`src/hdl/fb_geometry_pkg.sv`:
```
/* Framebuffer geometry and address types. Row and column are truncated to these widths,
   with no check against the panel size */
`default_nettype none

package fb_geometry_pkg;

    localparam int BYTES_PER_PIXEL = 3;        // Colour bytes per pixel
    localparam int COL_FIELD_BYTES = 2;        // Column bytes on the wire

    typedef logic [3:0]  row_addr_t;           // Low part of the row byte
    typedef logic [8:0]  col_addr_t;
    typedef logic [15:0] col_field_t;          // Column as received, upper bits ignored
    typedef logic [1:0]  color_index_t;        // Byte within a pixel
    typedef logic [7:0]  pixel_byte_t;         // Pixel or command byte

    // RAM byte address, row in the top bits
    typedef struct packed {
        row_addr_t    row;
        col_addr_t    col;
        color_index_t pixel;
    } fb_addr_t;

endpackage

`default_nettype wire

```
`src/hdl/cmd_protocol_pkg.sv`:
```
/* Command protocol definitions. Opcodes other than the two listed are rejected
   by the decoder */
`default_nettype none

package cmd_protocol_pkg;

    typedef enum logic [7:0] {
        OP_WRITE_PIXEL = 8'h01,
        OP_READ_PIXEL  = 8'h02
    } cmd_opcode_t;

    // Which handler owns the byte stream
    typedef enum logic [1:0] {
        IDLE,
        WRITE_ACTIVE,
        READ_ACTIVE
    } handler_sel_t;

    // Framebuffer access request, one access per change of start
    typedef struct packed {
        fb_geometry_pkg::fb_addr_t    addr;
        fb_geometry_pkg::pixel_byte_t data;
        logic                         start;   // Toggle level
    } fb_req_t;

endpackage

`default_nettype wire

```
`src/hdl/cmd_write_pixel.sv`:
```
/* Write pixel handler. Expects row, column bytes LSB first, then BYTES_PER_PIXEL
   pixel bytes; the first pixel byte lands at the highest index */
`default_nettype none

module cmd_write_pixel (
    input  wire logic                         clk,
    input  wire logic                         reset,
    input  wire logic                         enable,
    input  wire fb_geometry_pkg::pixel_byte_t data_in,
    output cmd_protocol_pkg::fb_req_t         req,
    output logic                              done
);

    localparam int COL_CNT_W = $clog2(fb_geometry_pkg::COL_FIELD_BYTES);

    typedef enum logic [1:0] {
        ROW_CAPTURE,
        COLUMN_CAPTURE,
        PIXEL_STORE
    } wr_state_t;

    wr_state_t                     state;
    logic [COL_CNT_W-1:0]          col_byte_cnt;
    fb_geometry_pkg::col_field_t   col_field;
    fb_geometry_pkg::col_field_t   col_assembled;
    fb_geometry_pkg::color_index_t pix_cnt;
    fb_geometry_pkg::fb_addr_t     req_addr;
    fb_geometry_pkg::pixel_byte_t  req_data;
    logic                          req_start;
    logic                          col_last;

    // Column with the current byte merged in, little endian
    always_comb begin
        col_assembled = col_field;
        col_assembled[int'(col_byte_cnt) * 8 +: 8] = data_in;
    end

    assign col_last = (col_byte_cnt == COL_CNT_W'(fb_geometry_pkg::COL_FIELD_BYTES - 1));

    assign req = '{addr: req_addr, data: req_data, start: req_start};

    always_ff @(posedge clk) begin
        if (reset) begin
            state        <= ROW_CAPTURE;
            col_byte_cnt <= '0;
            pix_cnt      <= '0;
            req_start    <= 1'b0;
            done         <= 1'b0;
        end else begin
            done <= 1'b0;
            if (enable) begin
                case (state)
                    ROW_CAPTURE: begin
                        col_byte_cnt <= '0;
                        state        <= COLUMN_CAPTURE;
                    end
                    COLUMN_CAPTURE: begin
                        if (col_last) begin
                            pix_cnt <= fb_geometry_pkg::color_index_t'(
                                fb_geometry_pkg::BYTES_PER_PIXEL - 1);
                            state   <= PIXEL_STORE;
                        end else begin
                            col_byte_cnt <= col_byte_cnt + 1'b1;
                        end
                    end
                    PIXEL_STORE: begin
                        req_start <= ~req_start;    // One RAM write per byte
                        if (pix_cnt == '0) begin
                            done  <= 1'b1;
                            state <= ROW_CAPTURE;
                        end else begin
                            pix_cnt <= pix_cnt - 1'b1;
                        end
                    end
                    default: state <= ROW_CAPTURE;
                endcase
            end
        end
    end

    // Address and data registers
    always_ff @(posedge clk) begin
        if (enable) begin
            case (state)
                ROW_CAPTURE:
                    req_addr.row <= fb_geometry_pkg::row_addr_t'(data_in);
                COLUMN_CAPTURE: begin
                    col_field    <= col_assembled;
                    req_addr.col <= fb_geometry_pkg::col_addr_t'(col_assembled);
                end
                PIXEL_STORE: begin
                    req_addr.pixel <= pix_cnt;
                    req_data       <= data_in;
                end
                default: req_data <= data_in;
            endcase
        end
    end

endmodule

`default_nettype wire

```
`config.mk`:
```
export PLATFORM = sky130hd
export DESIGN_NAME = cmd_write_pixel
export DESIGN_NICKNAME = d
export VERILOG_FILES = /design/src/hdl/fb_geometry_pkg.sv /design/src/hdl/cmd_protocol_pkg.sv /design/src/hdl/cmd_write_pixel.sv
export SDC_FILE = /design/constraint.sdc
export NUM_CORES = 1
export LEC_CHECK = 0
export ABC_AREA = 1
export BUFFER_PORTS_ARGS = -buffer_cell sky130_fd_sc_hd__buf_2
export CAP_MARGIN = 10
export CORE_UTILIZATION = 55
export CTS_BUF_LIST = sky130_fd_sc_hd__clkbuf_2
export DETAILED_ROUTE_END_ITERATION = 10
export PLACE_DENSITY = 0.89
export SLEW_MARGIN = 0
export SYNTH_ARGS = -nofsm -noshare
export SYNTH_HDL_FRONTEND = slang
export SYNTH_SLANG_ARGS = --single-unit
```
`constraint.sdc`:
```
create_clock -name clk -period 3.6 [get_ports clk]
set_input_delay 0.36 -clock clk [delete_from_list [all_inputs] [get_ports clk]]
set_output_delay 0.36 -clock clk [all_outputs]
set_load 0.005 [all_outputs]
```
After elaboration in Yosys (flattened, before gate mapping):

Index checks and enable logic that the tools add are counted.

* $add $sub $neg: 3
* multiply operators: 0
* div/mod/pow operators: 0
* $lt $le $gt $ge: 0
* equal/unequal tests: 5
* shift-type cells: 2
* muxes and demuxes: 9
* bitwise logic cells: 4
* reduce and logical (&&, ||, !) cells: 13

Operators by type and width (number)
* 4-bit negation with 33-bit output: 1
* 8-bit by 33-bit variable shift with 16-bit output, first input constant: 1
* 8-bit by 33-bit indexed part select with 16-bit output: 1
* 16-bit bitwise mux: 1
* 2-bit AND reduction: 5
* 2-bit 2-to-1 mux: 3
* 2-bit != test, second input constant: 3
* 2-bit case mux with 3 select lines: 1
* 2-bit logical NOT: 2
* 1-bit inverter: 4
* 2-bit case mux with 2 select lines: 1
* 4-bit AND reduction: 1
* 2-bit nonzero test: 2
* 3-bit AND reduction: 1
* 3-bit OR reduction: 1
* 2-bit by 1-bit equality test with 1-bit output, second input constant: 1
* 2-bit equality test, second input constant: 1
* 1-bit 2-to-1 mux: 2
* 1-bit case mux with 2 select lines: 1
* 2-bit OR reduction: 1
* 2-bit by 1-bit subtractor with 2-bit output, second input constant: 1
* 1-bit adder, second input constant: 1

* register bits: 46
* latch bits: 0
* memory bits (writable): 0
* ROM bits: 0
* input bits: 11
* output and inout bits: 25
* memories kept: 0

Depth between registers and ports, before layout:

Gate-level depths: netlist (run 1).

* depth in word-level cells: 4
* mapped depth: 8

Worst setup path after synthesis (run 1):

No wires, ideal clock.

* path kind: reg-to-reg
* start: register state[0]
* end: register col_field[0] (enable)
* setup time: 0.370 ns
* arrival time: 0.887 ns
* path slack: 2.343 ns
* stages on the path, launching flop included: 4
* buffers on the path: 1
* period minus slack after synthesis: 1.257 ns
* cells stage by stage: dfxtp_1 buf_4 nand3_1 nor2_1

* longest elaborated chain between the ends: 2

Ends and longest elaborated chain
* start: declaration: RTL line cmd_write_pixel.sv:22 `wr_state_t state;`
* start signal: assignment: RTL line cmd_write_pixel.sv:44 `state <= ROW_CAPTURE;`
* start signal: assignment: RTL line cmd_write_pixel.sv:55 `state <= COLUMN_CAPTURE;`
* start signal: assignment: RTL line cmd_write_pixel.sv:61 `state <= PIXEL_STORE;`
* 2-bit by 1-bit equality test with 1-bit output: RTL line cmd_write_pixel.sv:84 `case (state)`
* 2-bit AND reduction (no line)
* end signal: assignment: RTL line cmd_write_pixel.sv:88 `col_field <= col_assembled;`
* end: declaration: RTL line cmd_write_pixel.sv:24 `fb_geometry_pkg::col_field_t col_field;`

No other way between the ends.
A chain may end at the register's enable or synchronous reset.

Worst setup path in the final report (run 1):

* start: register state[0]
* end: register col_field[1] (enable)

The elaborated chain is that of the path after synthesis.

==> key figures, run 1 <==
Status
  • Status: complete, no violations

Yosys
  • Compound-cell area share of the yosys netlist: 0.0295
  • Mapped cell area: 0.00110 sq mm
  • Cell count after synthesis: 91
  • Synth cell types: 16
  • Simple-gate area share of the yosys netlist: 0.132
  • Synth Area in XOR/XNOR: 0
  • Largest family of logic cells by synthesized area: simple AND/OR/NAND/NOR gates
  • Share of the yosys chip area belonging to registers: 0.753
  • Synth Area in Adders: 0.0113
  • Syn avg cell area: 12.1 sq um
  • Ys Warns: 0
  • Register bit total from synthesis: 30
  • Proportion of synthesized area in mux cells: 0
  • Mapped Nets: 103

Routing
  • Via density per instance: 5.02
  • ANT nets after route: 0
  • Initial DRC Count: 25
  • Router iterations before antenna repair: 4
  • Via Count: 783
  • Wire per inst: 11.9 um
  • DRT Wirelength: 1.86 mm
  • DR DRC count: 0

Critical path
  • CP Max Fanout: 9
  • Setup crit start kind: register
  • CP Launch Point: state[0]$_SDFFE_PP0P_
  • Crit path kind: register to register
  • Data arrival, critical path: 1.49 ns
  • Critical Path RT: 3.58 ns
  • Reg2reg start: state[0]$_SDFFE_PP0P_
  • CP endpoint kind: register

Power and ir drop
  • Net Switching: 0.000134 W
  • Combinational power share: 0.065
  • Clock power share: 0.262
  • Cell Int Power: 0.000447 W
  • Sw Ratio: 0.230
  • Static Leak: 0.602 nW
  • Sequential cell fraction of total power: 0.672
  • Pwr dens: 436 mW/mm^2
  • Peak VDD IR: 286 uV

Floorplanning
  • Core Region: 0.00180 sq mm
  • Die width: 46.8 um
  • Num rows: 15
  • Die height: 46.8 um
  • IO Pins: 36
  • Initial Util: 0.612
  • Die Area: 0.00219 sq mm

Clock network
  • Worst skew pair latency: 0.34 ns
  • # hold bufs at CTS: 0
  • Max Buffers Root-to-Sink: 2
  • CTS H-Tree Depth: 2
  • CTS tree: done
  • CTS sink count: 30
  • Num CTS Buffers: 5
  • Clk slew on worst S/H paths: 0.15 ns
  • Resized cells post-CTS: 0
  • Root Buffer: clkbuf_2
  • # Post-CTS Setup Buffers: 0

Timing
  • Fmax: 663 MHz
  • Pins Over Slew Limit: 0
  • Clock period minus worst slack: 1.51 ns
  • Worst slew margin: 0.574
  • Period Utilization, post-route: 0.419
  • Setup TNS: 0 ns
  • RSZ-0062 raised after global routing: no
  • Skew final: 0.0152 ns
  • Final count of negative-setup-slack endpoints: 0
  • Final Hold Vio Count: 0
  • Worst-margin pin slew: 0.636 ns

GRT
  • Met3 Use GR: 0.108
  • Remaining Overflow, GRT: 0
  • Largest net degree at the start of global routing: 12
  • First-pass GRT wire length: 2.66 mm
  • GR Layer Usage met2: 0.328
  • Initial antenna violation count: 0
  • Grt met1 use: 0.177
  • Vias in the first global route: 665
  • Gr busiest metal: met2
  • Global Route Usage Sum: 0.192

Cells and area
  • Final Util: 0.738
  • Area Overhead vs Synth: 20.5%
  • Final nets: 142
  • Share of layout cells above drive strength 1: 0.328
  • Diodes inserted: 0

Min path
  • Hold WC Path Type: input port to register
  • Hold path start: reset

Place
  • GPL Wtd Cong: 0.757
  • I/O Buffers: 35
  • DP Wirelength: 1.38 mm

Run
  • Max-Cap Viols: 0
power groups by stage:
stage / Sequential (W) / Combinational, W / Clock, W
3_5_place_dp: 0.000398 / 0.0000380 / 0
6_report: 0.000390 / 0.0000380 / 0.000152
5_1_grt: 0.000391 / 0.0000428 / 0.000170
4_1_cts: 0.000390 / 0.0000382 / 0.000157
2_1_floorplan: 0.000395 / 0.0000226 / 0
3_3_place_gp: 0.000397 / 0.0000359 / 0
kinds of logic (layout without fill, tap and decap cells):
| group | count (synthesis) | count (layout) |
|---|---|---|
| flops | 30 | 30 |
| compound gates | 6 | 6 |
| buf+inv | 20 | 60 |
| fa+ha+maj | 1 | 1 |
| simple gates | 34 | 34 |
Yosys cell counts:
cell / n / area, sq um
a211oi_1: 1 / 7.51
a21oi_1: 3 / 15.0
buf_4: 2 / 15.0
clkbuf_1: 1 / 3.75
dfxtp_1: 7 / 140
edfxtp_1: 23 / 691
ha_1: 1 / 12.5
inv_1: 17 / 63.8
nand2_1: 7 / 26.3
nand2_2: 1 / 6.26
nand3_1: 4 / 20.0
nand3b_1: 1 / 7.51
nor2_1: 19 / 71.3
nor3b_1: 1 / 7.51
nor4_1: 1 / 6.26
o21ai_0: 2 / 10.0
metal layers:
metal | vias to the layer above | wire length, um | share of wire
met5 | - | 0 | 0
met4 | 0 | 52 | 0.028
met3 | 12 | 176 | 0.094
met2 | 46 | 957 | 0.51
met1 | 353 | 677 | 0.36
li1 | 372 | - | -
through the flow:
step | cells | power, W | cell area, sq um | setup slack [ns] | hold slack [ns]
detailed placement | 148 | 0.000436 | 1290 | 2.13 | 0.434
CTS | 156 | 0.000585 | 1330 | 2.12 | 0.185
finish | 156 | 0.000580 | 1330 | 2.09 | 0.202
global route | 156 | 0.000604 | 1330 | 2.01 | 0.167
floorplan | 91 | 0.000417 | 1100 | 2.34 | 0.423
global placement | 148 | 0.000433 | 1290 | 2.19 | 0.433
cells in the final DEF (no fill, tap or decap), drive strengths merged:
cell type / n
nor4: 1
clkbuf: 6
nand3b: 1
a21oi: 3
a211oi: 1
clkinv: 2
nand3: 4
dfxtp: 7
nor3b: 1
nand2: 8
o21ai: 2
edfxtp: 23
ha: 1
nor2: 19
inv: 17
buf: 35
flip-flops by register name (all words and copies together) (netlist names):
register and cells:
done 1, col_field 9, col_byte_cnt 1, pix_cnt 2, req_data 8, req 6
state 2, req_start 1
cell type report:
class / instances / area [sq um]
timing repair buffer: 35 / 175
tap: 25 / 31.3
multi-input combinational: 41 / 190
fill: 139 / 472
clock inverter: 2 / 8.76
sequential: 30 / 831
clock buffer: 6 / 30.0
inverter: 17 / 63.8
worst paths after layout:
path / end / slack [ns] / cells after the start
setup / recovery: col_field[1]$_DFFE_PP_ / 2.09 / 2
setup reg to reg: col_field[1]$_DFFE_PP_ / 2.09 / 2
hold reg to reg: req_start$_SDFFE_PP0P_ / 0.45 / 1
hold / removal: state[0]$_SDFFE_PP0P_ / 0.20 / 2
worst max-delay path, stage by stage, from the launching register on:
cell and delay, ns:
dfxtp_1 0.49, nand3_1 0.14, nor2_1 0.51
Power figures use the tool's default switching activity.
==> run 2: changes to the inputs <==
- CORE_UTILIZATION: 55 -> 51
- PLACE_DENSITY: 0.89 -> 0.83
- clock period: 3.6 -> 1.6 ns (I/O delays scaled with it)
==> run 2 against run 1 <==
Effect of this change:
- utilization down 3.6 points
- cell area up 5.7%
- largest cell class unchanged
- largest power group unchanged
- combinational power rose to 2.6 times the previous value
- non-clock buffer count up 8
- die area up 7.5%
- sequential share of layout area down 3.4 points
==> key figures, run 2 (synthesized netlist as in run 1, its figures left out) <==
Floorplanning
  • IO Pins: 36 (unchanged)
  • Die width: 48.5 um (was 46.8 um)
  • Core Region: 0.00200 sq mm (was 0.00180 sq mm)
  • Num rows: 16 (was 15)
  • Initial Util: 0.551 (was 0.612)
  • Die Area: 0.00235 sq mm (was 0.00219 sq mm)
  • Die height: 48.5 um (was 46.8 um)

Clock network
  • # hold bufs at CTS: 4 (was 0)
  • Worst skew pair latency: 0.33 ns (was 0.34 ns)
  • # Post-CTS Setup Buffers: 0 (unchanged)
  • Clk slew on worst S/H paths: 0.13 ns (was 0.15 ns)
  • Max Buffers Root-to-Sink: 2 (unchanged)
  • Num CTS Buffers: 5 (unchanged)
  • CTS H-Tree Depth: 2 (unchanged)
  • Root Buffer: clkbuf_2 (unchanged)
  • Resized cells post-CTS: 0 (unchanged)
  • CTS sink count: 30 (unchanged)
  • CTS tree: done (unchanged)

Timing
  • Skew final: 0.00232 ns (was 0.0152 ns)
  • Final count of negative-setup-slack endpoints: 0 (unchanged)
  • Setup TNS: 0 ns (unchanged)
  • Period Utilization, post-route: 0.780 (was 0.419)
  • Worst-margin pin slew: 0.423 ns (was 0.636 ns)
  • Fmax: 801 MHz (was 663 MHz)
  • Final Hold Vio Count: 0 (unchanged)
  • Final setup margin: 0.352 ns (was 2.09 ns)
  • Pins Over Slew Limit: 0 (unchanged)
  • RSZ-0062 raised after global routing: no (unchanged)
  • Clock period minus worst slack: 1.25 ns (was 1.51 ns)
  • Worst slew margin: 0.717 (was 0.574)

Routing
  • Initial DRC Count: 11 (was 25)
  • ANT nets after route: 0 (unchanged)
  • Via density per instance: 4.73 (was 5.02)
  • Wire per inst: 11.7 um (was 11.9 um)
  • Router iterations before antenna repair: 5 (was 4)
  • DRT Wirelength: 1.93 mm (was 1.86 mm)
  • DR DRC count: 0 (unchanged)
  • Via Count: 780 (was 783)

Cells and area
  • Final nets: 150 (was 142)
  • Most frequent cells in the layout: 35 x buf_2, 23 x edfxtp_1, 19 x nor2_1 (unchanged)
  • Layout fillers: 157 (was 139)
  • Commonest non-fill, non-tap cell in the layout: buf_2 (unchanged)
  • Post-layout instance area: 0.00141 sq mm (was 0.00133 sq mm)
  • Multi-input gate area: 190 sq um (unchanged)
  • Non-Filler Instances: 165 (was 156)
  • Max reg flops: 9 (unchanged)
  • Area Overhead vs Synth: 27.4% (was 20.5%)
  • Share of layout cells above drive strength 1: 0.319 (was 0.328)
  • Diodes inserted: 0 (unchanged)
  • Register area: 831 sq um (unchanged)
  • Register with the most flip-flops: col_field (unchanged)

Critical path
  • Worst r2r path cells: 3 (was 2)
  • CP endpoint kind: register (unchanged)
  • Reg2reg start: state[1]$_SDFFE_PP0P_ (was state[0]$_SDFFE_PP0P_)
  • CP Max Fanout: 6 (was 9)
  • Flop-to-flop setup slack: 0.35 ns (was 2.09 ns)
  • Crit path kind: register to register (unchanged)
  • Critical Path RT: 1.61 ns (was 3.58 ns)
  • Data arrival, critical path: 1.25 ns (was 1.49 ns)
  • Setup crit start kind: register (unchanged)
  • Reg-to-Reg End: req[21]$_DFFE_PP_ (was col_field[1]$_DFFE_PP_)

Place
  • Placed cell areas: 0.00130 sq mm (was 0.00129 sq mm)
  • I/O Buffers: 35 (unchanged)
  • Dpl cells: 151 (was 148)
  • DP Worst Slack: 0.387 ns (was 2.13 ns)
  • DP Wirelength: 1.38 mm (about the same)
  • GPL Wtd Cong: 0.825 (was 0.757)

Power and ir drop
  • Static Leak: 0.636 nW (was 0.602 nW)
  • Pwr Total: 0.00131 W (was 0.000580 W)
  • Pwr dens: 934 mW/mm^2 (was 436 mW/mm^2)
  • Peak VDD IR: 675 uV (was 286 uV)

GRT
  • Largest net degree at the start of global routing: 12 (unchanged)
  • Remaining Overflow, GRT: 0 (unchanged)
  • Vias in the first global route: 680 (was 665)
  • Global Route Usage Sum: 0.183 (was 0.192)
  • Initial antenna violation count: 0 (unchanged)
  • First-pass GRT wire length: 3.00 mm (was 2.66 mm)

Min path
  • Hold Crit Depth: 1 (was 2)
  • Hold Path End: req_data[1]$_DFFE_PP_ (was state[0]$_SDFFE_PP0P_)
  • Hold WC Path Type: input port to register (unchanged)
  • Hold path start: data_in[1] (was reset)

Run
  • Max-Cap Viols: 0 (unchanged)

Status
  • Status: complete, no violations (unchanged)
run 2: cell types whose count changed in the layout (fill, tap and decap cells not counted), sizes merged:
cell / delta
clkinv: -2
buf: +1
clkbuf: +1
dlygate4sd3: +7
run 2: worst max-delay path, cell delays in order (launching register included):
cell	delay, ns
dfxtp_1	0.35
inv_1	0.14
nand2_1	0.09
nor2_1	0.34
run 2: final cells by class:
class                      count  area share
timing repair buffer          43       0.180
clock buffer                   7      0.0249
multi-input combinational     41       0.135
tap                           27      0.0240
inverter                      17      0.0454
sequential                    30       0.591
run 2: where the power goes:
group | switching, W | internal [W]
registers | 0.0000150 | 0.000863
clock network | 0.000222 | 0.000114
logic | 0.0000528 | 0.0000471
total | 0.000290 | 0.00102
run 2: how the worst max path moves through the flow:
| stage | from | endpoint | slack [ns] |
|---|---|---|---|
| after floorplan | state[0]$_SDFFE_PP0P_ | col_field[0]$_DFFE_PP_ | 0.34 |
| final | state[1]$_SDFFE_PP0P_ | req[21]$_DFFE_PP_ | 0.35 |
| after global routing | col_byte_cnt$_SDFFE_PP0P_ | pix_cnt[0]$_SDFFE_PP0P_ | 0.22 |
| after global placement | col_byte_cnt$_SDFFE_PP0P_ | pix_cnt[1]$_SDFFE_PP0P_ | 0.40 |
| after CTS | state[1]$_SDFFE_PP0P_ | req[21]$_DFFE_PP_ | 0.37 |
| after detailed placement | state[1]$_SDFFE_PP0P_ | req[21]$_DFFE_PP_ | 0.39 |
run 2: metal layers:
layer  wire length (um)  vias up  GRT usage
met3                134        6     0.0723
met5                  0        -          0
li1                   -      390          -
met4                 44        0      0.118
met1                790      349      0.202
met2                959       35      0.296
run 2: stage by stage:
step            util  hold slack, ns
2_1_floorplan      -           0.232
3_5_place_dp   0.650           0.355
4_1_cts        0.688         0.00184
5_1_grt        0.703         0.00188
3_3_place_gp   0.650           0.352
6_report       0.703          0.0408
==> run 3: changes to the inputs <==
- CORE_UTILIZATION: 51 -> 46
- PLACE_DENSITY: 0.83 -> 0.79
- clock period: 1.6 -> 1.1 ns (I/O delays scaled with it)
==> run 3 against run 2 <==
Effect of this change:
- register-to-register slack got worse by 0.37 ns
- fmax is 12% higher
- clock skew rose by 0.0033 ns
- via count is 4.6% higher
- combinational power rose by 110%
- critical path type unchanged
- critical path depth up 5
- clock-buffer cell count increased by 1
- global-route usage grew 0.37 points
- first-iteration DRC count down 45%
- critical endpoint is now pix_cnt[0]$_SDFFE_PP0P_
- clock power rose by 58%
- worst setup slack worse by 0.37 ns
- the flow now finishes with violations (setup timing)
==> key figures, run 3 (synthesized netlist as in run 1, its figures left out) <==
Status
  • Status: complete, but fails checks (was complete, no violations)
  • Failing checks: setup timing

Place
  • Dpl cells: 160 (was 151)
  • DP Wirelength: 1.32 mm (was 1.38 mm)
  • Placed cell areas: 0.00137 sq mm (was 0.00130 sq mm)
  • I/O Buffers: 35 (unchanged)
  • GPL Wtd Cong: 0.750 (was 0.825)

Clock network
  • CTS H-Tree Depth: 2 (unchanged)
  • Worst skew pair latency: 0.35 ns (was 0.33 ns)
  • Max Buffers Root-to-Sink: 2 (unchanged)
  • Root Buffer: clkbuf_2 (unchanged)
  • Num CTS Buffers: 5 (unchanged)
  • CTS sink count: 30 (unchanged)
  • CTS tree: done (unchanged)
  • Clk slew on worst S/H paths: 0.14 ns (was 0.13 ns)

Timing
  • Fmax: 897 MHz (was 801 MHz)
  • Pins Over Slew Limit: 0 (unchanged)
  • Clock period minus worst slack: 1.11 ns (was 1.25 ns)
  • RSZ-0062 raised after global routing: yes (was no)
  • Final Hold Vio Count: 0 (unchanged)
  • Setup TNS: -0.0173 ns (was 0 ns)
  • Period Utilization, post-route: 1.01 (was 0.780)
  • Worst-margin pin slew: 0.232 ns (was 0.423 ns)
  • Final setup margin: -0.0142 ns (was 0.352 ns)
  • Skew final: 0.00557 ns (was 0.00232 ns)
  • Final count of negative-setup-slack endpoints: 2 (was 0)
  • Worst slew margin: 0.844 (was 0.717)

Cells and area
  • Final nets: 161 (was 150)
  • Register with the most flip-flops: col_field (unchanged)
  • Commonest non-fill, non-tap cell in the layout: buf_2 (unchanged)
  • Non-Filler Instances: 178 (was 165)
  • Post-layout instance area: 0.00159 sq mm (was 0.00141 sq mm)
  • Share of layout cells above drive strength 1: 0.493 (was 0.319)
  • Max reg flops: 9 (unchanged)
  • Layout fillers: 163 (was 157)
  • Area Overhead vs Synth: 44.4% (was 27.4%)
  • Most frequent cells in the layout: 35 x buf_2, 23 x edfxtp_1, 16 x nor2_1 (was 35 x buf_2, 23 x edfxtp_1, 19 x nor2_1)
  • Diodes inserted: 0 (unchanged)

Critical path
  • Critical Path RT: 1.37 ns (was 1.61 ns)
  • Setup crit start kind: register (unchanged)
  • Data arrival, critical path: 1.38 ns (was 1.25 ns)
  • Crit path kind: register to register (unchanged)
  • Worst r2r path cells: 8 (was 3)
  • CP Max Fanout: 4 (was 6)
  • CP endpoint kind: register (unchanged)

Floorplanning
  • Initial Util: 0.494 (was 0.551)
  • IO Pins: 36 (unchanged)
  • Die height: 51.0 um (was 48.5 um)
  • Core Region: 0.00223 sq mm (was 0.00200 sq mm)
  • Die Area: 0.00260 sq mm (was 0.00235 sq mm)
  • Num rows: 17 (was 16)
  • Die width: 51.0 um (was 48.5 um)

Routing
  • ANT nets after route: 0 (unchanged)
  • Wire per inst: 11.3 um (was 11.7 um)
  • Router iterations before antenna repair: 4 (was 5)
  • DR DRC count: 0 (unchanged)
  • DRT Wirelength: 2.01 mm (was 1.93 mm)
  • Initial DRC Count: 6 (was 11)
  • Via density per instance: 4.58 (was 4.73)
  • Via Count: 816 (was 780)

Power and ir drop
  • Pwr Total: 0.00201 W (was 0.00131 W)
  • Static Leak: 0.705 nW (was 0.636 nW)
  • Peak VDD IR: 941 uV (was 675 uV)
  • Pwr dens: 1260 mW/mm^2 (was 934 mW/mm^2)

GRT
  • Global Route Usage Sum: 0.187 (was 0.183)
  • Remaining Overflow, GRT: 0 (unchanged)
  • First-pass GRT wire length: 3.32 mm (was 3.00 mm)
  • Largest net degree at the start of global routing: 10 (was 12)
  • Initial antenna violation count: 0 (unchanged)
  • Vias in the first global route: 810 (was 680)

Min path
  • Hold WC Path Type: input port to register (unchanged)
  • Hold Crit Depth: 3 (was 1)

Run
  • Max-Cap Viols: 0 (unchanged)
==> run 3: cell count changes in the layout (fill, tap and decap cells not counted), sizes merged <==
cell and delta:
buf +8, clkbuf +1, dlygate4sd3 +3
==> run 3: worst max-delay path, cell delays in order (launching register included) <==
cell	delay (ns)
dfxtp_2	0.36
inv_2	0.04
ha_4	0.15
inv_2	0.05
nand3b_1	0.11
nand2_2	0.14
nand3_2	0.09
nand2_1	0.06
nor2_1	0.03
==> run 3: worst paths after layout <==
path                                              start                         to  slack [ns]
worst max register to register  pix_cnt[0]$_SDFFE_PP0P_    pix_cnt[0]$_SDFFE_PP0P_       -0.01
worst min-delay path                             enable  col_byte_cnt$_SDFFE_PP0P_        0.11
worst max-delay path            pix_cnt[0]$_SDFFE_PP0P_    pix_cnt[0]$_SDFFE_PP0P_       -0.01
worst min register to register   req_start$_SDFFE_PP0P_     req_start$_SDFFE_PP0P_        0.46
==> run 3: layer usage <==
metal,part of all wire,global-route usage,wire [um]
met1,0.42,0.202,835
met3,0.063,0.0655,126
met5,0,0,0
met4,0.024,0.148,49
met2,0.50,0.296,997
==> run 3: area by class of cell <==
| class | count | area, sq um | share of cell area |
|---|---|---|---|
| Multi-Input combinational cell | 41 | 263 | 0.165 |
| Sequential cell | 30 | 840 | 0.527 |
| Timing Repair Buffer | 54 | 350 | 0.220 |
| Tap cell | 28 | 35.0 | 0.0220 |
| Clock buffer | 8 | 40.0 | 0.0251 |
| Inverter | 17 | 66.3 | 0.0416 |
==> run 3: report_power, final <==
| part | internal [W] | switching (W) |
|---|---|---|
| registers | 0.00125 | 0.0000126 |
| logic | 0.000104 | 0.000108 |
| clock network | 0.000188 | 0.000342 |
| total | 0.00155 | 0.000463 |
==> run 3: through the flow <==
| stage | utilization | hold slack (ns) | setup WS, ns |
|---|---|---|---|
| 5_1_grt | 0.714 | 0.0834 | -0.103 |
| 3_3_place_gp | 0.615 | 0.303 | -0.0388 |
| 2_1_floorplan | - | 0.182 | 0.0176 |
| 4_1_cts | 0.686 | -0.0120 | -0.0318 |
| 6_report | 0.714 | 0.107 | -0.0142 |
| 3_5_place_dp | 0.615 | 0.302 | -0.0426 |
==> run 3: repair_timing <==
action	CTS	global route
gates resized for setup	13	15
buffers inserted	0	1
hold buffers	9	1
endpoints found under the hold margin	15	1
pin swaps	3	10
endpoints found under the setup margin	14	16
